## src/common/modexp_defines.svh

```systemverilog
// Field width, key width, prime modulus and lane count macros
`ifndef MODEXP_DEFINES_SVH
`define MODEXP_DEFINES_SVH

// Field element width in bits
`define FE_BITS 16

// Exponent width in bits
`define KEY_BITS 16

// Largest 16-bit prime
`define FIELD_P 65521

// Parallel exponentiation lanes
`define NUM_LANES 4

`endif

```

## src/common/modexp_pkg.sv

```systemverilog
// Field element, key, job and lane index types
`include "modexp_defines.svh"

package modexp_pkg;

  // Element of GF(FIELD_P), also the result payload
  typedef logic [`FE_BITS-1:0] fe_t;

  // Exponent
  typedef logic [`KEY_BITS-1:0] key_t;

  // One exponentiation job
  typedef struct packed {
    fe_t  base;  // Must already be below FIELD_P
    key_t key;
  } job_t;

  // Round-robin pointer over the lanes
  typedef logic [$clog2(`NUM_LANES)-1:0] lane_idx_t;

endpackage

```

## src/common/lane_if.sv

```systemverilog
// Lane interface with job and result handshakes and its modports
interface lane_if
  import modexp_pkg::*;
();

  // Job handshake, dispatcher to lane
  logic job_val;
  logic job_rdy;
  job_t job;

  // Result handshake, lane to collector
  logic res_val;
  logic res_rdy;
  fe_t  res;

  modport dispatch (output job_val, output job, input job_rdy);

  modport lane (
    input  job_val, input job, output job_rdy,
    output res_val, output res, input res_rdy
  );

  modport collect (input res_val, input res, output res_rdy);

endinterface

```

## src/exp_lane/exp_lane.sv

```systemverilog
// Square-and-multiply exponentiation lane with leading-zero key scan
`include "modexp_defines.svh"

module exp_lane
  import modexp_pkg::*;
(
  input  logic i_clk,
  input  logic i_rst,
  lane_if.lane io_lane
);

  localparam int LEFT_BITS = $clog2(`KEY_BITS + 1);

  typedef enum logic [2:0] {IDLE, SCAN, SQR, MUL, DONE} state_t;

  state_t               state;
  fe_t                  base;
  fe_t                  acc;        // Running power
  key_t                 key;        // Current bit sits at the top
  logic [LEFT_BITS-1:0] bits_left;  // Unprocessed key bits
  logic                 key_msb;
  logic                 mul_wait;   // Multiplier started, waiting for done
  logic                 mul_start;
  logic                 mul_done;
  fe_t                  mul_b;
  fe_t                  mul_prod;

  assign key_msb   = key[`KEY_BITS-1];
  assign mul_start = ((state == SQR) || (state == MUL)) && !mul_wait;
  assign mul_b     = (state == MUL) ? base : acc;  // Square or times base

  assign io_lane.job_rdy = (state == IDLE);
  assign io_lane.res_val = (state == DONE);
  assign io_lane.res     = acc;

  // Sequencer
  always_ff @(posedge i_clk) begin
    if (i_rst) begin
      state    <= IDLE;
      mul_wait <= 1'b0;
    end else begin
      case (state)
        IDLE: if (io_lane.job_val) state <= SCAN;
        SCAN: begin
          if (bits_left == '0) begin
            state <= DONE;  // All-zero key leaves acc at one
          end else if (key_msb) begin
            state <= (bits_left == LEFT_BITS'(1)) ? DONE : SQR;
          end
        end
        SQR: begin
          if (mul_start) mul_wait <= 1'b1;
          if (mul_done) begin
            mul_wait <= 1'b0;
            if (key_msb) state <= MUL;
            else if (bits_left == LEFT_BITS'(1)) state <= DONE;
          end
        end
        MUL: begin
          if (mul_start) mul_wait <= 1'b1;
          if (mul_done) begin
            mul_wait <= 1'b0;
            state    <= (bits_left == LEFT_BITS'(1)) ? DONE : SQR;
          end
        end
        DONE: if (io_lane.res_rdy) state <= IDLE;  // Hold result until taken
        default: state <= IDLE;
      endcase
    end
  end

  // Operands, key shifting and accumulator
  always_ff @(posedge i_clk) begin
    case (state)
      IDLE: begin
        if (io_lane.job_val) begin
          base      <= io_lane.job.base;
          key       <= io_lane.job.key;
          acc       <= fe_t'(1);
          bits_left <= LEFT_BITS'(`KEY_BITS);
        end
      end
      SCAN: begin
        if (bits_left != '0) begin
          key       <= key << 1;
          bits_left <= bits_left - 1'b1;
          if (key_msb) acc <= base;  // First set bit
        end
      end
      SQR: begin
        if (mul_done) begin
          acc <= mul_prod;
          if (!key_msb) begin  // Set bit shifts after its multiply
            key       <= key << 1;
            bits_left <= bits_left - 1'b1;
          end
        end
      end
      MUL: begin
        if (mul_done) begin
          acc       <= mul_prod;
          key       <= key << 1;
          bits_left <= bits_left - 1'b1;
        end
      end
      default: ;
    endcase
  end

  mod_mul i_mod_mul (
    .i_clk   ( i_clk     ),
    .i_rst   ( i_rst     ),
    .i_start ( mul_start ),
    .i_a     ( acc       ),
    .i_b     ( mul_b     ),
    .o_done  ( mul_done  ),
    .o_prod  ( mul_prod  )
  );

endmodule

```

## src/exp_lane/mod_mul.sv

```systemverilog
// Bit-serial interleaved modular multiplier over GF(FIELD_P)
`include "modexp_defines.svh"

module mod_mul
  import modexp_pkg::*;
(
  input  logic i_clk,
  input  logic i_rst,
  input  logic i_start,
  input  fe_t  i_a,
  input  fe_t  i_b,
  output logic o_done,
  output fe_t  o_prod
);

  localparam int CNT_BITS = $clog2(`FE_BITS + 1);
  localparam logic [`FE_BITS:0] P_EXT = `FIELD_P;

  fe_t                 a_op;  // Multiplicand
  fe_t                 b_sh;  // Multiplier, consumed from the top
  fe_t                 acc;   // Partial sum, always below FIELD_P
  logic                busy;
  logic [CNT_BITS-1:0] cnt;
  logic [`FE_BITS:0]   dbl;
  logic [`FE_BITS:0]   dbl_red;
  logic [`FE_BITS:0]   sum;
  logic [`FE_BITS:0]   sum_red;

  // One step computes acc = 2*acc (+ a) mod P with one conditional subtract per stage
  always_comb begin
    dbl     = {acc, 1'b0};
    dbl_red = (dbl >= P_EXT) ? dbl - P_EXT : dbl;
    sum     = dbl_red + (b_sh[`FE_BITS-1] ? {1'b0, a_op} : '0);
    sum_red = (sum >= P_EXT) ? sum - P_EXT : sum;
  end

  always_ff @(posedge i_clk) begin
    if (i_rst) begin
      busy   <= 1'b0;
      cnt    <= '0;
      o_done <= 1'b0;
    end else begin
      o_done <= 1'b0;
      if (i_start) begin
        busy <= 1'b1;
        cnt  <= CNT_BITS'(`FE_BITS);
      end else if (busy) begin
        cnt <= cnt - 1'b1;
        if (cnt == CNT_BITS'(1)) begin  // Last bit of b
          busy   <= 1'b0;
          o_done <= 1'b1;
        end
      end
    end
  end

  always_ff @(posedge i_clk) begin
    if (i_start) begin
      a_op <= i_a;
      b_sh <= i_b;
      acc  <= '0;
    end else if (busy) begin
      acc  <= sum_red[`FE_BITS-1:0];
      b_sh <= b_sh << 1;
    end
  end

  assign o_prod = acc;

endmodule

```

## src/hdl/job_dispatch.sv

```systemverilog
// Job input buffer and round-robin hand-out to the lanes
`include "modexp_defines.svh"

module job_dispatch
  import modexp_pkg::*;
(
  input  logic     i_clk,
  input  logic     i_rst,
  input  logic     i_val,
  output logic     o_rdy,
  input  job_t     i_job,
  lane_if.dispatch o_lanes [`NUM_LANES]
);

  lane_idx_t              ptr;       // Lane that gets the next job
  logic                   buf_val;
  logic                   buf_rdy;
  job_t                   buf_job;
  logic [`NUM_LANES-1:0]  lane_rdy;

  stream_skid #(
    .T ( job_t )
  ) i_job_skid (
    .i_clk ( i_clk   ),
    .i_rst ( i_rst   ),
    .i_val ( i_val   ),
    .o_rdy ( o_rdy   ),
    .i_dat ( i_job   ),
    .o_val ( buf_val ),
    .i_rdy ( buf_rdy ),
    .o_dat ( buf_job )
  );

  // Only the pointed lane sees a valid job
  for (genvar g = 0; g < `NUM_LANES; g++) begin : g_lane
    assign o_lanes[g].job_val = buf_val && (ptr == lane_idx_t'(g));
    assign o_lanes[g].job     = buf_job;
    assign lane_rdy[g]        = o_lanes[g].job_rdy;
  end

  assign buf_rdy = lane_rdy[ptr];

  always_ff @(posedge i_clk) begin
    if (i_rst) begin
      ptr <= '0;
    end else if (buf_val && buf_rdy) begin
      ptr <= (ptr == lane_idx_t'(`NUM_LANES - 1)) ? '0 : ptr + 1'b1;
    end
  end

endmodule

```

## src/hdl/modexp_engine.sv

```systemverilog
// Top level with the job dispatcher, the exponentiation lanes and the result collector
`include "modexp_defines.svh"

module modexp_engine
  import modexp_pkg::*;
(
  input  logic i_clk,
  input  logic i_rst,
  // Job input
  input  logic i_val,
  output logic o_rdy,
  input  fe_t  i_base,
  input  key_t i_key,
  // Result output, base ** key mod FIELD_P
  output logic o_val,
  input  logic i_rdy,
  output fe_t  o_res
);

  job_t in_job;

  lane_if lanes [`NUM_LANES] ();

  assign in_job = '{base: i_base, key: i_key};

  job_dispatch i_job_dispatch (
    .i_clk   ( i_clk  ),
    .i_rst   ( i_rst  ),
    .i_val   ( i_val  ),
    .o_rdy   ( o_rdy  ),
    .i_job   ( in_job ),
    .o_lanes ( lanes  )
  );

  // Each lane owns its multiplier
  for (genvar g = 0; g < `NUM_LANES; g++) begin : g_lane
    exp_lane i_exp_lane (
      .i_clk   ( i_clk    ),
      .i_rst   ( i_rst    ),
      .io_lane ( lanes[g] )
    );
  end

  result_collect i_result_collect (
    .i_clk   ( i_clk ),
    .i_rst   ( i_rst ),
    .i_lanes ( lanes ),
    .o_val   ( o_val ),
    .i_rdy   ( i_rdy ),
    .o_res   ( o_res )
  );

endmodule

```

## src/hdl/result_collect.sv

```systemverilog
// Round-robin result draining from the lanes into the output buffer
`include "modexp_defines.svh"

module result_collect
  import modexp_pkg::*;
(
  input  logic    i_clk,
  input  logic    i_rst,
  lane_if.collect i_lanes [`NUM_LANES],
  output logic    o_val,
  input  logic    i_rdy,
  output fe_t     o_res
);

  lane_idx_t              ptr;  // Same order as the dispatcher
  logic [`NUM_LANES-1:0]  lane_val;
  fe_t                    lane_res [`NUM_LANES];
  logic                   skid_rdy;
  logic                   take;

  for (genvar g = 0; g < `NUM_LANES; g++) begin : g_lane
    assign lane_val[g]        = i_lanes[g].res_val;
    assign lane_res[g]        = i_lanes[g].res;
    assign i_lanes[g].res_rdy = skid_rdy && (ptr == lane_idx_t'(g));
  end

  assign take = lane_val[ptr] && skid_rdy;

  stream_skid #(
    .T ( fe_t )
  ) i_res_skid (
    .i_clk ( i_clk         ),
    .i_rst ( i_rst         ),
    .i_val ( lane_val[ptr] ),
    .o_rdy ( skid_rdy      ),
    .i_dat ( lane_res[ptr] ),
    .o_val ( o_val         ),
    .i_rdy ( i_rdy         ),
    .o_dat ( o_res         )
  );

  always_ff @(posedge i_clk) begin
    if (i_rst) begin
      ptr <= '0;
    end else if (take) begin
      ptr <= (ptr == lane_idx_t'(`NUM_LANES - 1)) ? '0 : ptr + 1'b1;
    end
  end

endmodule

```

## src/hdl/stream_skid.sv

```systemverilog
// Two-entry valid/ready buffer with a type-parameterized payload
module stream_skid
  import modexp_pkg::*;
#(
  parameter type T = fe_t
) (
  input  logic i_clk,
  input  logic i_rst,
  input  logic i_val,
  output logic o_rdy,
  input  T     i_dat,
  output logic o_val,
  input  logic i_rdy,
  output T     o_dat
);

  T mem [2];
  logic       wr_ptr;
  logic       rd_ptr;
  logic [1:0] count;
  logic       push;
  logic       pop;

  assign push  = i_val && o_rdy;
  assign pop   = o_val && i_rdy;
  assign o_rdy = (count != 2'd2);  // Depends on state only, not on i_rdy
  assign o_val = (count != 2'd0);
  assign o_dat = mem[rd_ptr];

  always_ff @(posedge i_clk) begin
    if (i_rst) begin
      wr_ptr <= 1'b0;
      rd_ptr <= 1'b0;
      count  <= 2'd0;
    end else begin
      if (push) wr_ptr <= ~wr_ptr;
      if (pop) rd_ptr <= ~rd_ptr;
      count <= count + 2'(push) - 2'(pop);
    end
  end

  always_ff @(posedge i_clk) begin
    if (push) mem[wr_ptr] <= i_dat;
  end

endmodule

```

## config.mk

```make
export PLATFORM = sky130hd
export DESIGN_NAME = modexp_engine
export DESIGN_NICKNAME = d
export VERILOG_FILES = /design/src/common/modexp_pkg.sv /design/src/common/lane_if.sv /design/src/exp_lane/exp_lane.sv /design/src/exp_lane/mod_mul.sv /design/src/hdl/job_dispatch.sv /design/src/hdl/modexp_engine.sv /design/src/hdl/result_collect.sv /design/src/hdl/stream_skid.sv
export VERILOG_INCLUDE_DIRS = /design/src /design/src/common
export SDC_FILE = /design/constraint.sdc
export NUM_CORES = 1
export LEC_CHECK = 0
export ABC_AREA = 1
export BUFFER_PORTS_ARGS = -buffer_cell sky130_fd_sc_hd__buf_2
export CAP_MARGIN = 15
export CORE_MARGIN = 3
export CORE_UTILIZATION = 35
export DETAILED_ROUTE_END_ITERATION = 8
export PLACE_DENSITY_LB_ADDON = 0.12
export SETUP_SLACK_MARGIN = 0.2
export SYNTH_ARGS = -nofsm -noshare
export SYNTH_HDL_FRONTEND = slang
export SYNTH_SLANG_ARGS = --single-unit
export TNS_END_PERCENT = 50
```

## constraint.sdc

```tcl
create_clock -name i_clk -period 6.27 [get_ports i_clk]
set_input_delay 0.9405 -clock i_clk [delete_from_list [all_inputs] [get_ports i_clk]]
set_output_delay 0.9405 -clock i_clk [all_outputs]
set_load 0.03 [all_outputs]
```

==> results of run 1 <==
[cells in the final DEF, fill, tap and decap left out, types with 13 or more instances in the layout]
| cell | instances |
|---|---|
| nand2_1 | 857 |
| inv_1 | 551 |
| edfxtp_1 | 436 |
| o21ai_0 | 370 |
| nor2_1 | 345 |
| nand3_1 | 202 |
| a21oi_1 | 123 |
| dfxtp_1 | 122 |
| ha_1 | 111 |
| xor2_1 | 83 |
| nand4_1 | 70 |
| clkbuf_16 | 70 |
| buf_2 | 53 |
| nor3_1 | 44 |
| nand2_2 | 43 |
| buf_4 | 38 |
| mux2_2 | 33 |
| o22ai_1 | 31 |
| nor2_2 | 17 |
| mux2i_1 | 15 |
| xnor2_1 | 15 |
| inv_2 | 14 |
| clkinv_2 | 13 |
| clkbuf_1 | 13 |
[final timing paths]
kind / endpoint / cells after the start
worst max-delay path: g_lane[0].i_exp_lane.i_mod_mul.o_prod[1] / 22
worst min-delay path: i_job_dispatch.i_job_skid.rd_ptr / 1
worst max register to register: g_lane[0].i_exp_lane.i_mod_mul.o_prod[1] / 22
worst min register to register: i_job_dispatch.i_job_skid.rd_ptr / 1
[cells by family (layout without fill, tap and decap cells)]
logic type      after synthesis  count (layout)  synth area share, %
xor+xnor                    104             104                 3.13
mux                          48              48                 1.67
fa+ha+maj                   115             115                 4.70
other cells                   0               2                    0
simple gates               1641            1641                 22.8
flops                       558             558                 49.7
buf+inv                     668             790                 8.22
compound gates              570             570                 9.69
[routing by layer]
metal | part of all wire, % | wire [µm] | up-vias
met5 | 0 | 0 | -
met4 | 2.6 | 2330 | 0
met3 | 5.6 | 5080 | 133
met2 | 43 | 39400 | 612
met1 | 48 | 43900 | 11600
li1 | - | - | 12400
[registers in the layout (all words and copies together) (netlist names), 32 cells and up, named ones only]
register / cells
g_lane.i_exp_lane.key: 64
g_lane.i_exp_lane.i_mod_mul.a_op: 64
g_lane.i_exp_lane.io_lane.res: 64
g_lane.i_exp_lane.i_mod_mul.b_sh: 64
i_result_collect.i_res_skid.mem: 32
i_job_dispatch.i_job_skid.mem: 64
g_lane.i_exp_lane.i_mod_mul.o_prod: 64
g_lane.i_exp_lane.base: 64
[synthesized netlist by cell type, types with 3 or more instances]
cell type / n
nand2_1: 857
inv_1: 551
edfxtp_1: 436
o21ai_0: 370
nor2_1: 354
nand3_1: 202
a21oi_1: 123
dfxtp_1: 122
ha_1: 111
xor2_1: 83
clkbuf_1: 78
nand4_1: 70
nor3_1: 45
nand2_2: 43
mux2_2: 33
o22ai_1: 31
mux2i_1: 15
xnor2_1: 15
inv_2: 14
a22o_1: 10
buf_2: 10
nand3_2: 10
nor2_4: 9
a32o_1: 8
nor2_2: 8
or2_2: 8
nor4_1: 7
nand3_4: 6
nand3b_1: 6
o21ai_1: 6
a31oi_1: 5
buf_4: 5
clkinv_1: 5
buf_6: 4
fa_1: 4
and2_1: 3
and3_1: 3
nor3_2: 3
o21bai_1: 3
xor2_2: 3
[metrics by stage]
stage	total power [µW]	instance area, µm²	worst slack [ns]
2_1_floorplan	12100	31200	2.28
3_3_place_gp	14800	32800	1.42
3_5_place_dp	14800	32800	1.42
4_1_cts	19100	35200	1.40
5_1_grt	20400	35200	0.629
6_report	18900	35200	1.35
[layout make-up]
cell class	count	area, µm²	share of cell area [%]
Tap cell	1155	1450	4.10
Clock buffer	86	1840	5.23
Timing Repair Buffer	92	578	1.64
Sequential cell	558	15500	44.1
Inverter	570	2140	6.07
Antenna cell	2	5.00	0.0142
Multi-Input combinational cell	2478	13200	37.4
Clock inverter	42	533	1.51
[where the power goes]
group / total (µW) / internal (µW) / switching (µW) / leakage, µW
Combinational: 8300 / 2530 / 5770 / 0.00902
Sequential: 6480 / 5550 / 924 / 0.00503
Clock: 4140 / 2490 / 1650 / 0.00115
[worst register-to-register path, delay by kind of cell (launching register included)]
family | cells | cell delay [ns]
adder cells (fa/ha/maj) | 2 | 0.59
XOR/XNOR | 2 | 0.58
buffers and inverters | 2 | 0.25
AND/OR/NAND/NOR | 10 | 1.97
flip-flops | 1 | 0.35
AO/OA/AOI/OAI | 6 | 1.05
==> results.toml, run 1 <==
[clock_tree]
tritoncts = "built"
h-tree-depth = 3
cts_inserted_buffers = 69
cts_buffer_depth = 3
postCtsSetupRepairBufs = 0
cts_resized = 0
cts.hold.buffers_added = 0
clkTransAtPathRegs_ns = 0.06
clockRootBuffer = "clkbuf_16"
cts.sinks = 558
clkLatencyLatePin_ns = 0.62

[worst_setup_path]
crit_family = "simple AND/OR/NAND/NOR gates"
slowest_stage = "nor4_1"
timing.rr.start = "g_lane[0].i_exp_lane.i_mod_mul.o_prod[0]"
slowest_delay_ns = 0.43
critPathLaunchType = "flip-flop"
reg2reg_slack_ns = 1.35
critPathKind = "flip-flop to flip-flop"
crit_path_start = "g_lane[0].i_exp_lane.i_mod_mul.o_prod[0]"
cp_num_buf_inv = 2
crit_path_cell_trace = "inv_1 -> ha_1 -> a21oi_1 -> nand3_1 -> o21ai_2 -> inv_2 -> nor4_1 -> nand3_1 -> xor2_1 -> ha_1 -> a21oi_1 -> o21ai_0 -> a21oi_1 -> nand2_1 -> xor2_1 -> nand2_1 -> nor2_1 -> nand2_1 -> nand2_2 -> nand2_1 -> nand3_1 -> o21ai_0"
end_kind = "flip-flop"
cp.arrival_ns = 5.40
crit_required_ns = 6.76
cp_max_fo = 21
cp_common_cell = "nand2_1"

[sta]
hold_viol_final = 0
tightest_slew_ns = 1.12
holdWs_ns = 0.456
drv_slew = 0
slew_headroom_pct = 25.6
fin_crit_ns = 4.92
min_period_over_period_pct = 78.4
setup_violations = 0
clock_skew_ns = 0.0227
finalSetupTns_ns = 0
rsz0062_at_grt = "false"
fmax_mhz = 203

[synth]
synth_seq_cells = 558
synth.top_cell.area_share_pct = 41.9
ys_seq_area_share_pct = 49.7
synthesis.area_um2 = 31200
ys.warnings.count = 0
synth_edf_count = 436
synth_cells = 3704
synthArstFlopShare_pct = 0
ys_types = 60
synthTopCellsByArea = "edfxtp_1 42%, nand2_1 10%, dfxtp_1 7.8%"
synthFlopType = "edfxtp_1"
syn_area_per_cell_um2 = 8.43
synth_top_area_cell = "edfxtp_1"
synth_fp_nets = 3855

[layout]
final_nets = 3920
fill_cells = 8960
post-route-util_pct = 40.3
area_growth_pct = 12.9
final_cells = 4983
drive_above_1_share_pct = 9.49

[placed_design]
dp.cells = 4850
dp_hpwl_mm = 67.3
place_congestion = 0.879
portBuffers = 53

[global_routing]
antenna_found_initial = 8
grt_max_degree = 37
met2_usage_pct = 29.1
grt_pass1_wl_mm = 139
grtUsageMet1_pct = 28.4
use_met3_pct = 3.12
grt_busiest_layer = "met2"
grt_usage_pct = 19.2
overflow = 0
grt_pass1_vias = 23400

[die]
rows = 108
initial_core_util_pct = 35.7
die_y_um = 305
io_pins = 54
dieWidth_um = 305
dieArea_um2 = 92900
core-area_um2 = 87600

[power_and_ir_drop]
pwr_density_cell_nw_per_um2 = 537
max-vdd-ir-drop_v = 0.000210
cellLeakagePower_uw = 0.0152

[detailed_routing]
dr.first_iter.drc_count = 2000
vias_per_cell = 4.96
drc_errors = 0
drt_first_pass_iters = 6
wl_mm = 90.7
wl_per_cell_um = 18.2
vias = 24700
ant_nets = 0

[worst_hold_path]
hold_class = "flip-flop to flip-flop"
hold_start = "i_job_dispatch.i_job_skid.rd_ptr"

[flow_run]
max_cap_viol_count = 0

[run_status]
status = "complete, no violations"
Power figures use the tool's default switching activity.
==> inputs of run 2 (changes only) <==
==> constraint.sdc (replaced) <==
create_clock -name i_clk -period 4.95 [get_ports i_clk]
set_input_delay 0.7425 -clock i_clk [delete_from_list [all_inputs] [get_ports i_clk]]
set_output_delay 0.7425 -clock i_clk [all_outputs]
set_load 0.03 [all_outputs]
==> run 2 against run 1 <==
Net effect:
- register-to-register slack got worse by 0.74 ns
- clock skew fell by 0.0043 ns
- setup slack lost 0.74 ns
- first-iteration DRC count fell by 6.7%
- total power grew 25%
- die area is the same
==> results.toml, run 2 (synthesized netlist as in run 1, its figures left out) <==
[sta]
clock_skew_ns = 0.0184
drv_slew = 0
holdWs_ns = 0.294
finalSetupTns_ns = 0
hold_viol_final = 0
setup_violations = 0
fmax_mhz = 230
slew_headroom_pct = 26.9
rsz0062_at_grt = "true"
tightest_slew_ns = 1.09
min_period_over_period_pct = 87.6
fin_crit_ns = 4.34

[clock_tree]
tritoncts = "built"
clkTransAtPathRegs_ns = 0.06
h-tree-depth = 2
clkLatencyLatePin_ns = 0.64
clockRootBuffer = "clkbuf_16"
cts_inserted_buffers = 61
cts_buffer_depth = 3
cts.sinks = 558

[worst_setup_path]
reg2reg_slack_ns = 0.61
crit_family = "simple AND/OR/NAND/NOR gates"
critPathLaunchType = "flip-flop"
crit_required_ns = 5.54
cp_common_cell = "nand2_1"
cp_max_fo = 8
slowest_stage = "ha_1"
end_kind = "flip-flop"
slowest_delay_ns = 0.37
cp.arrival_ns = 4.92
cp_num_buf_inv = 2
critPathKind = "flip-flop to flip-flop"

[detailed_routing]
vias_per_cell = 4.98
drt_first_pass_iters = 6
drc_errors = 0
vias = 24900
wl_per_cell_um = 18.4
ant_nets = 0
dr.first_iter.drc_count = 1866
wl_mm = 91.8

[worst_hold_path]
hold_class = "primary input to flip-flop"

[die]
dieWidth_um = 305
io_pins = 54
core-area_um2 = 87600
rows = 108
dieArea_um2 = 92900
initial_core_util_pct = 35.7
die_y_um = 305

[placed_design]
placed_area_um2 = 32900
place_congestion = 0.876
portBuffers = 53
dp_hpwl_mm = 68.2

[global_routing]
antenna_found_initial = 4
grt_max_degree = 39
grt_pass1_vias = 23700
overflow = 0
grt_usage_pct = 19.3
grt_pass1_wl_mm = 141

[layout]
final_nets = 3936
area_growth_pct = 12.8
antennaDiodeCount = 0
final_cell_mix = "855 x nand2_1, 549 x inv_1, 436 x edfxtp_1"
drive_above_1_share_pct = 10.1
fin_area_um2 = 35200
layout.cells.most_common = "nand2_1"
fill_cells = 8952

[power_and_ir_drop]
max-vdd-ir-drop_v = 0.000244
cellLeakagePower_uw = 0.0152
pwr_density_cell_nw_per_um2 = 672

[run_status]
status = "complete, no violations"

[flow_run]
max_cap_viol_count = 0
-- run 2: cell count changes in the layout (fill, tap and decap cells not counted), sizes merged --
cell	previous run	this run
clkinvlp	5	6
clkinv	30	28
nand3	218	225
buf	92	109
clkbuf	86	72
diode	2	0
-- run 2: cell type report --
class,instances,area (µm²),share of cell area (%)
Clock buffer,72,1590,4.51
Multi-Input combinational cell,2485,13300,37.9
Timing Repair Buffer,109,698,1.98
Clock inverter,41,479,1.36
Tap cell,1155,1450,4.10
Sequential cell,558,15500,44.1
Inverter,570,2140,6.07
-- run 2: metrics by stage --
stage	cells	worst slack, ns	util, %	power (µW)
global route	4990	0.148	40.2	25600
floorplan	3704	0.961	-	15400
finish	4990	0.611	40.2	23700
CTS	4976	0.210	40.0	23700
detailed placement	4863	0.241	37.6	18900
global placement	4863	0.244	37.6	18900
-- run 2: worst paths after layout --
path	to	cells after the start	startpoint
worst min-delay path	i_job_dispatch.i_job_skid.mem[0][5]	1	i_key[5]
worst min register to register	flip-flop	1	i_result_collect.i_res_skid.rd_ptr
worst max-delay path	g_lane[1].i_exp_lane.i_mod_mul.o_prod[11]	27	g_lane[1].i_exp_lane.i_mod_mul.o_prod[0]
worst max register to register	g_lane[1].i_exp_lane.i_mod_mul.o_prod[11]	27	g_lane[1].i_exp_lane.i_mod_mul.o_prod[0]
-- run 2: power by group --
group / switching (µW) / leakage (µW) / internal [µW] / total (µW)
Sequential: 1110 / 0.00503 / 7040 / 8140
Clock: 1960 / 0.000995 / 2770 / 4730
Combinational: 7520 / 0.00913 / 3290 / 10800
-- run 2: repair_timing --
action | 4_1_cts | 5_1_grt
endpoints found under the setup margin | 1 | 62
resized for setup | 0 | 22
pin swaps | 1 | 5
setup buffers | 0 | 6
hold buffers | 0 | 0
cloned | 0 | 7
-- run 2: layer usage --
layer,share of wire [%],routed length [µm],up-vias,track usage (%)
met5,0,0,-,0
met3,5.6,5170,113,2.81
met4,2.0,1870,0,4.38
met2,44,40100,597,29.7
met1,49,44700,11700,28.6
li1,-,-,12400,-
-- run 2: worst register-to-register path, delay by kind of cell (launching register included) --
kind | cells | cell delay (ns)
flops | 1 | 0.31
xor+xnor | 1 | 0.16
simple gates | 21 | 2.75
buf+inv | 2 | 0.25
fa+ha+maj | 2 | 0.62
compound gates | 1 | 0.21
